File: config.mk
export PLATFORM = sky130hd
export DESIGN_NAME = mem_request_top
export DESIGN_NICKNAME = d
export VERILOG_FILES = /design/src/hw/mem_request_pkg.sv /design/src/hw/apb_control_regs.sv /design/src/hw/array_request_gen.sv /design/src/hw/request_arbiter.sv /design/src/hw/mem_request_top.sv
export SDC_FILE = /design/constraint.sdc
export NUM_CORES = 1
export LEC_CHECK = 0
export ABC_AREA = 1
export BUFFER_PORTS_ARGS = -buffer_cell sky130_fd_sc_hd__buf_2
export CAP_MARGIN = 10
export CORE_UTILIZATION = 45
export CTS_BUF_LIST = sky130_fd_sc_hd__clkbuf_2 sky130_fd_sc_hd__clkbuf_4 sky130_fd_sc_hd__clkbuf_8
export CTS_CLUSTER_SIZE = 16
export DETAILED_ROUTE_END_ITERATION = 7
export GPL_ROUTABILITY_DRIVEN = 0
export PLACE_DENSITY_LB_ADDON = 0.3
export SLEW_MARGIN = 20
export SYNTH_ARGS = -nofsm -noshare
export SYNTH_HDL_FRONTEND = slang
export SYNTH_HIERARCHICAL = 1
export SYNTH_SLANG_ARGS = --single-unit
File: constraint.sdc
create_clock -name ap_clk -period 15 [get_ports ap_clk]
set_clock_uncertainty 0.05 [all_clocks]
set_input_delay 2.25 -clock ap_clk [delete_from_list [all_inputs] [get_ports ap_clk]]
set_output_delay 2.25 -clock ap_clk [all_outputs]
set_load 0.02 [all_outputs]
File: src/hw/mem_request_pkg.sv
/*
  Shared definitions for the memory request generator
  Widths, APB register map, source ids and the packed bus structs
*/

package mem_request_pkg;

  // --------------------------------------------------
  // Widths
  // --------------------------------------------------
  localparam int addr_width     = 32;
  localparam int count_width    = 16;
  localparam int line_bytes     = 64;
  localparam int apb_addr_width = 8;

  // APB register offsets
  localparam logic [apb_addr_width-1:0] reg_ctrl         = 8'h00;
  localparam logic [apb_addr_width-1:0] reg_status       = 8'h04;
  localparam logic [apb_addr_width-1:0] reg_vertex_base  = 8'h08;
  localparam logic [apb_addr_width-1:0] reg_vertex_count = 8'h0C;
  localparam logic [apb_addr_width-1:0] reg_edge_base    = 8'h10;
  localparam logic [apb_addr_width-1:0] reg_edge_count   = 8'h14;

  // Request source ids
  localparam logic array_vertex = 1'b0;
  localparam logic array_edge   = 1'b1;

  // --------------------------------------------------
  // Packed structs
  // --------------------------------------------------
  // One array, base byte address plus element count
  typedef struct packed {
    logic [addr_width-1:0]  base_addr;
    logic [count_width-1:0] count;
  } array_desc_t;

  // One cache-line read request
  typedef struct packed {
    logic [addr_width-1:0]  addr;
    logic                   array_id;
    logic [count_width-1:0] index;
  } mem_req_t;

  // STATUS bits 1:0, busy on top
  typedef struct packed {
    logic busy;
    logic done;
  } status_t;

  // APB requester side
  typedef struct packed {
    logic                      psel;
    logic                      penable;
    logic                      pwrite;
    logic [apb_addr_width-1:0] paddr;
    logic [31:0]               pwdata;
  } apb_req_t;

  // APB completer side
  typedef struct packed {
    logic [31:0] prdata;
    logic        pready;
    logic        pslverr;
  } apb_resp_t;

endpackage : mem_request_pkg

File: src/hw/apb_control_regs.sv
/*
  APB register file with CTRL, STATUS and the two array descriptors
  One-cycle start pulse, busy/done tracking and slave error decode
*/

`timescale 1ns/1ps

module apb_control_regs (
  input  logic                          ap_clk,
  input  logic                          control_areset,
  input  mem_request_pkg::apb_req_t     apb_in,
  output mem_request_pkg::apb_resp_t    apb_out,
  output logic                          start,
  output mem_request_pkg::array_desc_t  vertex_desc,
  output mem_request_pkg::array_desc_t  edge_desc,
  input  logic                          vertex_done,
  input  logic                          edge_done,
  input  logic                          drained
);

  import mem_request_pkg::*;

  // --------------------------------------------------
  // Access decode
  // --------------------------------------------------
  status_t status_q;
  logic    access;
  logic    mapped;
  logic    locked;
  logic    slv_err;
  logic    wr_ok;

  // Zero wait states, so setup plus enable is the whole access
  assign access = apb_in.psel & apb_in.penable;

  always_comb begin
    mapped = 1'b1;
    locked = 1'b1;
    case (apb_in.paddr)
      reg_ctrl, reg_vertex_base, reg_vertex_count,
      reg_edge_base, reg_edge_count: locked = 1'b1;
      reg_status: locked = 1'b0;
      default: begin
        mapped = 1'b0;
        locked = 1'b0;
      end
    endcase
  end

  // Unmapped offset, or a write that would disturb a running walk
  assign slv_err = access & (~mapped | (apb_in.pwrite & locked & status_q.busy));
  assign wr_ok   = access & apb_in.pwrite & ~slv_err;

  // --------------------------------------------------
  // Descriptor registers
  // --------------------------------------------------
  always_ff @(posedge ap_clk) begin
    if (control_areset) begin
      vertex_desc <= '0;
      edge_desc   <= '0;
    end else if (wr_ok) begin
      case (apb_in.paddr)
        reg_vertex_base:  vertex_desc.base_addr <= apb_in.pwdata;
        reg_vertex_count: vertex_desc.count     <= apb_in.pwdata[count_width-1:0];
        reg_edge_base:    edge_desc.base_addr   <= apb_in.pwdata;
        reg_edge_count:   edge_desc.count       <= apb_in.pwdata[count_width-1:0];
        default: ;
      endcase
    end
  end

  // --------------------------------------------------
  // Start pulse and run status
  // --------------------------------------------------
  always_ff @(posedge ap_clk) begin
    if (control_areset) begin
      start    <= 1'b0;
      status_q <= '0;
    end else begin
      start <= 1'b0;
      if (wr_ok && apb_in.paddr == reg_ctrl && apb_in.pwdata[0]) begin
        // Only reachable while idle, locked writes are rejected above
        start         <= 1'b1;
        status_q.busy <= 1'b1;
        status_q.done <= 1'b0;
      end else if (status_q.busy && !start && vertex_done && edge_done && drained) begin
        // Generator done flags are stale during the start cycle itself
        status_q.busy <= 1'b0;
        status_q.done <= 1'b1;
      end
    end
  end

  // --------------------------------------------------
  // Read mux
  // --------------------------------------------------
  always_comb begin
    apb_out.pready  = 1'b1;
    apb_out.pslverr = slv_err;
    case (apb_in.paddr)
      reg_status:       apb_out.prdata = {30'd0, status_q};
      reg_vertex_base:  apb_out.prdata = vertex_desc.base_addr;
      reg_vertex_count: apb_out.prdata = {{(32-count_width){1'b0}}, vertex_desc.count};
      reg_edge_base:    apb_out.prdata = edge_desc.base_addr;
      reg_edge_count:   apb_out.prdata = {{(32-count_width){1'b0}}, edge_desc.count};
      // CTRL is write-only, reads as zero
      default:          apb_out.prdata = 32'd0;
    endcase
  end

endmodule : apb_control_regs

File: src/hw/array_request_gen.sv
/*
  Array walker issuing one line-read request per element
  Valid/ready output, done flag held until the next start
*/

`timescale 1ns/1ps

module array_request_gen #(
  parameter logic array_id = mem_request_pkg::array_vertex
) (
  input  logic                          ap_clk,
  input  logic                          control_areset,
  input  logic                          start,
  input  mem_request_pkg::array_desc_t  desc,
  output mem_request_pkg::mem_req_t     req,
  output logic                          req_valid,
  input  logic                          req_ready,
  output logic                          gen_done
);

  import mem_request_pkg::*;

  localparam int line_shift = $clog2(line_bytes);

  // Latched descriptor for the current walk
  logic [addr_width-1:0]  base_q;
  logic [count_width-1:0] count_q;
  logic [count_width-1:0] index_q;
  logic                   xfer;
  logic                   last;

  assign xfer = req_valid & req_ready;
  assign last = (index_q == count_q - count_width'(1));

  always_ff @(posedge ap_clk) begin
    if (start) begin
      base_q  <= desc.base_addr;
      count_q <= desc.count;
    end
  end

  // --------------------------------------------------
  // Walk control
  // --------------------------------------------------
  always_ff @(posedge ap_clk) begin
    if (control_areset) begin
      index_q   <= '0;
      req_valid <= 1'b0;
      gen_done  <= 1'b0;
    end else if (start) begin
      index_q   <= '0;
      // Empty array finishes right away
      req_valid <= (desc.count != '0);
      gen_done  <= (desc.count == '0);
    end else if (xfer) begin
      if (last) begin
        req_valid <= 1'b0;
        gen_done  <= 1'b1;
      end else begin
        index_q <= index_q + count_width'(1);
      end
    end
  end

  // Request fields only move on a transfer, so they stay stable while stalled
  assign req.addr     = base_q + (addr_width'(index_q) << line_shift);
  assign req.array_id = array_id;
  assign req.index    = index_q;

endmodule : array_request_gen

File: src/hw/request_arbiter.sv
/*
  Two-input round-robin request arbiter
  Registered output stage that holds under back-pressure
*/

`timescale 1ns/1ps

module request_arbiter (
  input  logic                       ap_clk,
  input  logic                       control_areset,
  input  mem_request_pkg::mem_req_t  vertex_req,
  input  logic                       vertex_valid,
  output logic                       vertex_ready,
  input  mem_request_pkg::mem_req_t  edge_req,
  input  logic                       edge_valid,
  output logic                       edge_ready,
  output mem_request_pkg::mem_req_t  mem_req,
  output logic                       mem_req_valid,
  input  logic                       mem_req_ready,
  output logic                       drained
);

  import mem_request_pkg::*;

  // --------------------------------------------------
  // Grant selection
  // --------------------------------------------------
  // Priority bit, low favours vertex
  logic prio_edge;
  logic load_ok;
  logic grant_vertex;
  logic grant_edge;
  logic accept;

  // Stage free now or emptied this cycle
  assign load_ok = ~mem_req_valid | mem_req_ready;

  // Lone requester always wins, tie broken by the priority bit
  assign grant_vertex = vertex_valid & (~edge_valid | ~prio_edge);
  assign grant_edge   = edge_valid & (~vertex_valid | prio_edge);

  assign vertex_ready = load_ok & grant_vertex;
  assign edge_ready   = load_ok & grant_edge;
  assign accept       = vertex_ready | edge_ready;

  always_ff @(posedge ap_clk) begin
    if (control_areset) begin
      prio_edge <= 1'b0;
    end else if (accept) begin
      // Hand priority to the source that just lost or sat out
      prio_edge <= grant_vertex;
    end
  end

  // --------------------------------------------------
  // Output stage
  // --------------------------------------------------
  always_ff @(posedge ap_clk) begin
    if (control_areset) begin
      mem_req_valid <= 1'b0;
    end else if (accept) begin
      mem_req_valid <= 1'b1;
    end else if (mem_req_ready) begin
      mem_req_valid <= 1'b0;
    end
  end

  always_ff @(posedge ap_clk) begin
    if (accept) begin
      mem_req <= grant_vertex ? vertex_req : edge_req;
    end
  end

  assign drained = ~mem_req_valid;

endmodule : request_arbiter

File: src/hw/mem_request_top.sv
/*
  Memory request generator top
  APB control, vertex and edge walkers, round-robin merge
*/

`timescale 1ns/1ps

module mem_request_top (
  input  logic                        ap_clk,
  input  logic                        control_areset,
  input  mem_request_pkg::apb_req_t   apb_in,
  output mem_request_pkg::apb_resp_t  apb_out,
  output mem_request_pkg::mem_req_t   mem_req,
  output logic                        mem_req_valid,
  input  logic                        mem_req_ready
);

  import mem_request_pkg::*;

  // --------------------------------------------------
  // Internal wires
  // --------------------------------------------------
  logic        start;
  array_desc_t vertex_desc;
  array_desc_t edge_desc;
  mem_req_t    vertex_req;
  logic        vertex_valid;
  logic        vertex_ready;
  logic        vertex_done;
  mem_req_t    edge_req;
  logic        edge_valid;
  logic        edge_ready;
  logic        edge_done;
  logic        drained;

  // Host registers and run control
  apb_control_regs apb_control_regs_i (
    .ap_clk         (ap_clk),
    .control_areset (control_areset),
    .apb_in         (apb_in),
    .apb_out        (apb_out),
    .start          (start),
    .vertex_desc    (vertex_desc),
    .edge_desc      (edge_desc),
    .vertex_done    (vertex_done),
    .edge_done      (edge_done),
    .drained        (drained)
  );

  // Vertex array walker
  array_request_gen #(
    .array_id (array_vertex)
  ) vertex_gen_i (
    .ap_clk         (ap_clk),
    .control_areset (control_areset),
    .start          (start),
    .desc           (vertex_desc),
    .req            (vertex_req),
    .req_valid      (vertex_valid),
    .req_ready      (vertex_ready),
    .gen_done       (vertex_done)
  );

  // Edge array walker
  array_request_gen #(
    .array_id (array_edge)
  ) edge_gen_i (
    .ap_clk         (ap_clk),
    .control_areset (control_areset),
    .start          (start),
    .desc           (edge_desc),
    .req            (edge_req),
    .req_valid      (edge_valid),
    .req_ready      (edge_ready),
    .gen_done       (edge_done)
  );

  // Merge onto the single memory port
  request_arbiter request_arbiter_i (
    .ap_clk         (ap_clk),
    .control_areset (control_areset),
    .vertex_req     (vertex_req),
    .vertex_valid   (vertex_valid),
    .vertex_ready   (vertex_ready),
    .edge_req       (edge_req),
    .edge_valid     (edge_valid),
    .edge_ready     (edge_ready),
    .mem_req        (mem_req),
    .mem_req_valid  (mem_req_valid),
    .mem_req_ready  (mem_req_ready),
    .drained        (drained)
  );

endmodule : mem_request_top

**Word level (Yosys, flattened, before mapping)**

Cells that the tools add are included.

- Register bits after elaboration: 282
- Bits of input ports: 46
- Output and inout port bits: 84

- Add/sub/neg operators: 6
- Eq/ne operators: 7
- Mux-type cells: 21
- Bitwise gates (word level): 25
- Reduce and logical (&&, ||, !) cells: 30

Operators by type and width:

| kind | number |
|---|---|
| $pmux W32 S5 | 1 |
| $add A32 B22 Y32 | 2 |
| $mux W49 | 1 |
| $add A16 B1 Y16 const B | 2 |
| $eq A16 B16 Y1 | 2 |
| $logic_not A16 Y1 | 2 |
| $reduce_bool A16 Y1 | 2 |
| $sub A16 B1 Y16 const B | 2 |
| $mux W1 | 17 |
| $eq A8 B4 Y1 const B | 2 |
| $eq A8 B5 Y1 const B | 2 |
| $reduce_and A2 Y1 | 8 |
| $and A1 B1 Y1 | 12 |
| $reduce_bool A2 Y1 | 6 |
| $eq A8 B3 Y1 const B | 1 |
| $logic_not A8 Y1 | 1 |
| $not A1 Y1 | 8 |
| $logic_and A1 B1 Y1 | 6 |
| $reduce_or A6 Y1 | 1 |
| $or A1 B1 Y1 | 5 |
| $reduce_or A5 Y1 | 1 |
| $mux W2 | 2 |
| $reduce_or A2 Y1 | 2 |
| $logic_not A1 Y1 | 1 |

**Logic depth before layout (Yosys ltp)**

- Depth in word-level cells: 12
- Gate-level depth with buffers: 16
- Depth with buffers taken out: 15

**By module**

Netlist, hierarchy kept.

By module, submodules not included:

| module | instances | cells an instance | area an instance (sq um) | seq. area each (sq um) |
|---|---|---|---|---|
| apb_control_regs | 1 | 722 | 4663.2 | 1981.9 |
| array_request_gen at vertex_gen_i | 1 | 543 | 4461.8 | 1801.7 |
| array_request_gen at edge_gen_i | 1 | 529 | 4371.7 | 1801.7 |
| request_arbiter | 1 | 234 | 2316.0 | 1511.4 |

**Least setup slack after synthesis**

Ideal clock, no wire load.

- Path type: input to register
- Start point: input mem_req_ready
- End point: register request_arbiter_i/mem_req[0] (netlist name)
- Setup time: 0.523 ns
- Arrival: 5.917 ns
- Data required time: 14.427 ns
- Setup slack: 8.509 ns
- Stages on the path: 4
- Buffers on the path: 0
- Cell sequence: inv_1 nand2_1 inv_1 o21ai_0

- Word-level cells in the longest chain between the ends: 3

Ends and longest elaborated chain:

| element | RTL line | text |
|---|---|---|
| from (decl) | mem_request_top.sv:15 | `input logic mem_req_ready` |
| $or A1 B1 Y1 * | request_arbiter.sv:36 | `assign load_ok = ~mem_req_valid \| mem_req_ready;` |
| $and A1 B1 Y1, on equally long branches | request_arbiter.sv:42, request_arbiter.sv:43 |  |
| $or A1 B1 Y1 * | request_arbiter.sv:44 | `assign accept = vertex_ready \| edge_ready;` |
| named net request_arbiter_i.accept | request_arbiter.sv:33 | `logic accept;` |

The timed path passes the listed nets; every way through them passes the cells marked *.
A chain may end at the register's enable or synchronous reset.

==> summary.txt <==
Max VDD drop = 0.0716 mV
Total Routing Usage GR = 0.246
Die Wd = 189 um
Mapped cell area = 15,800 um2
Post-DP HPWL = 32.2 mm
Worst Path Required = 12,700 ps
Crit path launch type = primary input
Final setup TNS = 0 ps
Initial antenna violation count = 2
Dpl ws = 8230 ps
Num Clock Sinks = 282
Hold Path End = edge_gen_i/base_q[21]
Final period util = 0.454
Die Ht = 189 um
Final worst slack = 8190 ps
Via count = 13,800
DRT Pass-1 Iters = 5
Unique masters post-synth = 52
Share of cells above drive strength 1 = 0.150
Largest net degree at the start of global routing = 65
Status = completed
Total length of routed wires = 44.4 mm
Sequential area share after synthesis = 0.449
First-pass GRT wire length = 69.2 mm
Vias in the first global route = 12,600
CTS H-Tree Depth = 2
Clock slew at reported path FFs = 60 ps
Starting Density = 0.458
Worst setup EP type = output port
Hold Crit Depth = 0
Power Total = 1.55 mW
Worst setup path startpoint = apb_in[33]
Reg2Reg Depth = 14
End of the worst register-to-register path = request_arbiter_i/mem_req[47]
CTS buffer count = 48
Max FO, Critical Path = 18
Final Max Tran Viols = 0
Area after DPL = 16,600 um2
RSZ-0062 raised after global routing = no
Clk buf depth = 3
Fmax = 0.147 GHz
Pwr dens = 87.6 nW/um2
Setup bufs post-CTS = 0
Drt drc = 0
Root Buffer = clkbuf_8
Nets = 2,218
I/O Buffers = 128
Layout area overhead = 11.8%
Routed WL per cell = 16.9 um
Async set or reset register ratio after synthesis = 0
Initial DRC Count = 1,472
Synth warnings = 6
Number of synthesized flops with an enable pin = 145
Row count = 68
Total die area = 35,900 um2
Fill count = 3,367
Crit Path Category = in -> out
CTS tree = built
Cts hold-fix bufs = 0
Synth Instances = 2,028
Fin area = 17,700 um2
Max-Cap Viols = 0
FF-to-FF Start = vertex_gen_i/index_q[0]
Worst Hold Launch = apb_control_regs_i/edge_desc[37]
Mapped Avg Cell Area = 7.80 um2
Setup violators final = 0
R2R setup slack = 11,570 ps
Core area = 34,500 um2
N_diodes = 0
Grt total ovfl = 0
I/O pins = 130
Final hold viol count = 0
Number of nets still failing antenna checks after routing = 0
Type of the worst min-delay path = reg -> reg
Clock Latency Late Sink = 580 ps
Worst relative slew slack = 0.345
Leakage power total = 8.01 nW
Post-cts sizing count = 0
CP arrival = 4510 ps
Worst-margin pin slew = 980 ps
Synthesis-stage register bit count = 282
Syn_nets = 2,112
Prevailing post-synth register cell = edfxtp_1
Vias per cell = 5.24
Min cycle time layout = 6810 ps
[worst max path at each step]
stage	endpoint	slack, ps	cells past startpoint
after detailed placement	apb_out[3]	8230	9
after global routing	apb_out[3]	7990	9
after floorplan	request_arbiter_i/mem_req[0]	8510	4
final	apb_out[3]	8190	9
after global placement	apb_out[3]	8320	9
after CTS	apb_out[3]	8210	9
[logic make-up after synthesis]
kind of cell / synth area share
and+or+nand+nor: 0.314
buffers and inverters: 0.0813
DFF: 0.449
AOI/OAI and AO/OA: 0.0714
xor gates and xnor gates: 0.0526
adders and majority gates: 0.0310
other: 0.000712
[routing by layer]
layer	share of wire	track usage	wire (um)	vias up
li1	-	-	-	6772
met1	0.46	0.349	20300	6333
met2	0.44	0.382	19500	554
met3	0.072	0.0417	3190	99
met4	0.030	0.0779	1350	4
met5	0.00054	0	24	-
[sequential cells by signal, summed over array words and instances, names as in the netlist]
register,count
request_arbiter_i/prio_edge,1
apb_control_regs_i/status_q,2
vertex_gen_i/index_q,16
apb_control_regs_i/start,1
vertex_gen_i/gen_done,1
apb_control_regs_i/vertex_desc,48
edge_gen_i/index_q,16
edge_gen_i/req_valid,1
vertex_gen_i/base_q,32
request_arbiter_i/mem_req,49
request_arbiter_i/mem_req_valid,1
edge_gen_i/gen_done,1
vertex_gen_i/req_valid,1
vertex_gen_i/count_q,16
edge_gen_i/base_q,32
edge_gen_i/count_q,16
apb_control_regs_i/edge_desc,48
[power breakdown]
group / internal, mW / switching, mW
combinational: 0.00582 / 0.0148
sequential: 0.803 / 0.00000757
clock: 0.410 / 0.315
[final cells by class]
cell class,instances,area [um2],share of cell area
Tap cell,455,569,0.0322
Sequential cell,282,7100,0.402
Clock buffer,76,921,0.0521
Multi-Input combinational cell,1445,7450,0.421
Inverter,220,826,0.0467
Clock inverter,12,108,0.00609
Timing Repair Buffer,137,708,0.0401
[cells in the mapped netlist (31+ instances only)]
master	n	area share
nand3_1	152	0.048
buf_2	31	0.0098
dfxtp_1	137	0.17
xor2_1	59	0.033
nor2_1	278	0.066
ha_1	36	0.028
a21oi_1	59	0.019
xnor2_1	36	0.020
inv_1	210	0.050
nand2_1	566	0.13
edfxtp_1	145	0.28
o22ai_1	31	0.012
[critical path, stage by stage]
cell and delay (ps):
buf_2 100, nor2_2 170, nand2_2 110, nor2_4 480
clkinv_1 630, o21ai_0 380, a221oi_1 100, o21ai_0 90
buf_2 190
[cells in the final DEF, fill, tap and decap left out, types with 21 or more instances in the layout]
cell type	synthesis	layout
nand2_1	566	566
nor2_1	278	278
inv_1	210	209
nand3_1	152	152
edfxtp_1	145	145
dfxtp_1	137	135
buf_2	31	128
a21oi_1	59	59
xor2_1	59	59
clkbuf_8	0	56
xnor2_1	36	36
ha_1	36	36
o22ai_1	31	31
o21ai_0	28	27
a21oi_2	21	21
[metrics by stage]
step                 util  hold slack [ps]  std cells
floorplan               -              358       2028
finish              0.512              379       2627
global route        0.512              386       2627
global placement    0.482              364       2539
CTS                 0.512              381       2627
detailed placement  0.482              365       2539
Note: power is estimated with default switching activity, not from simulation.
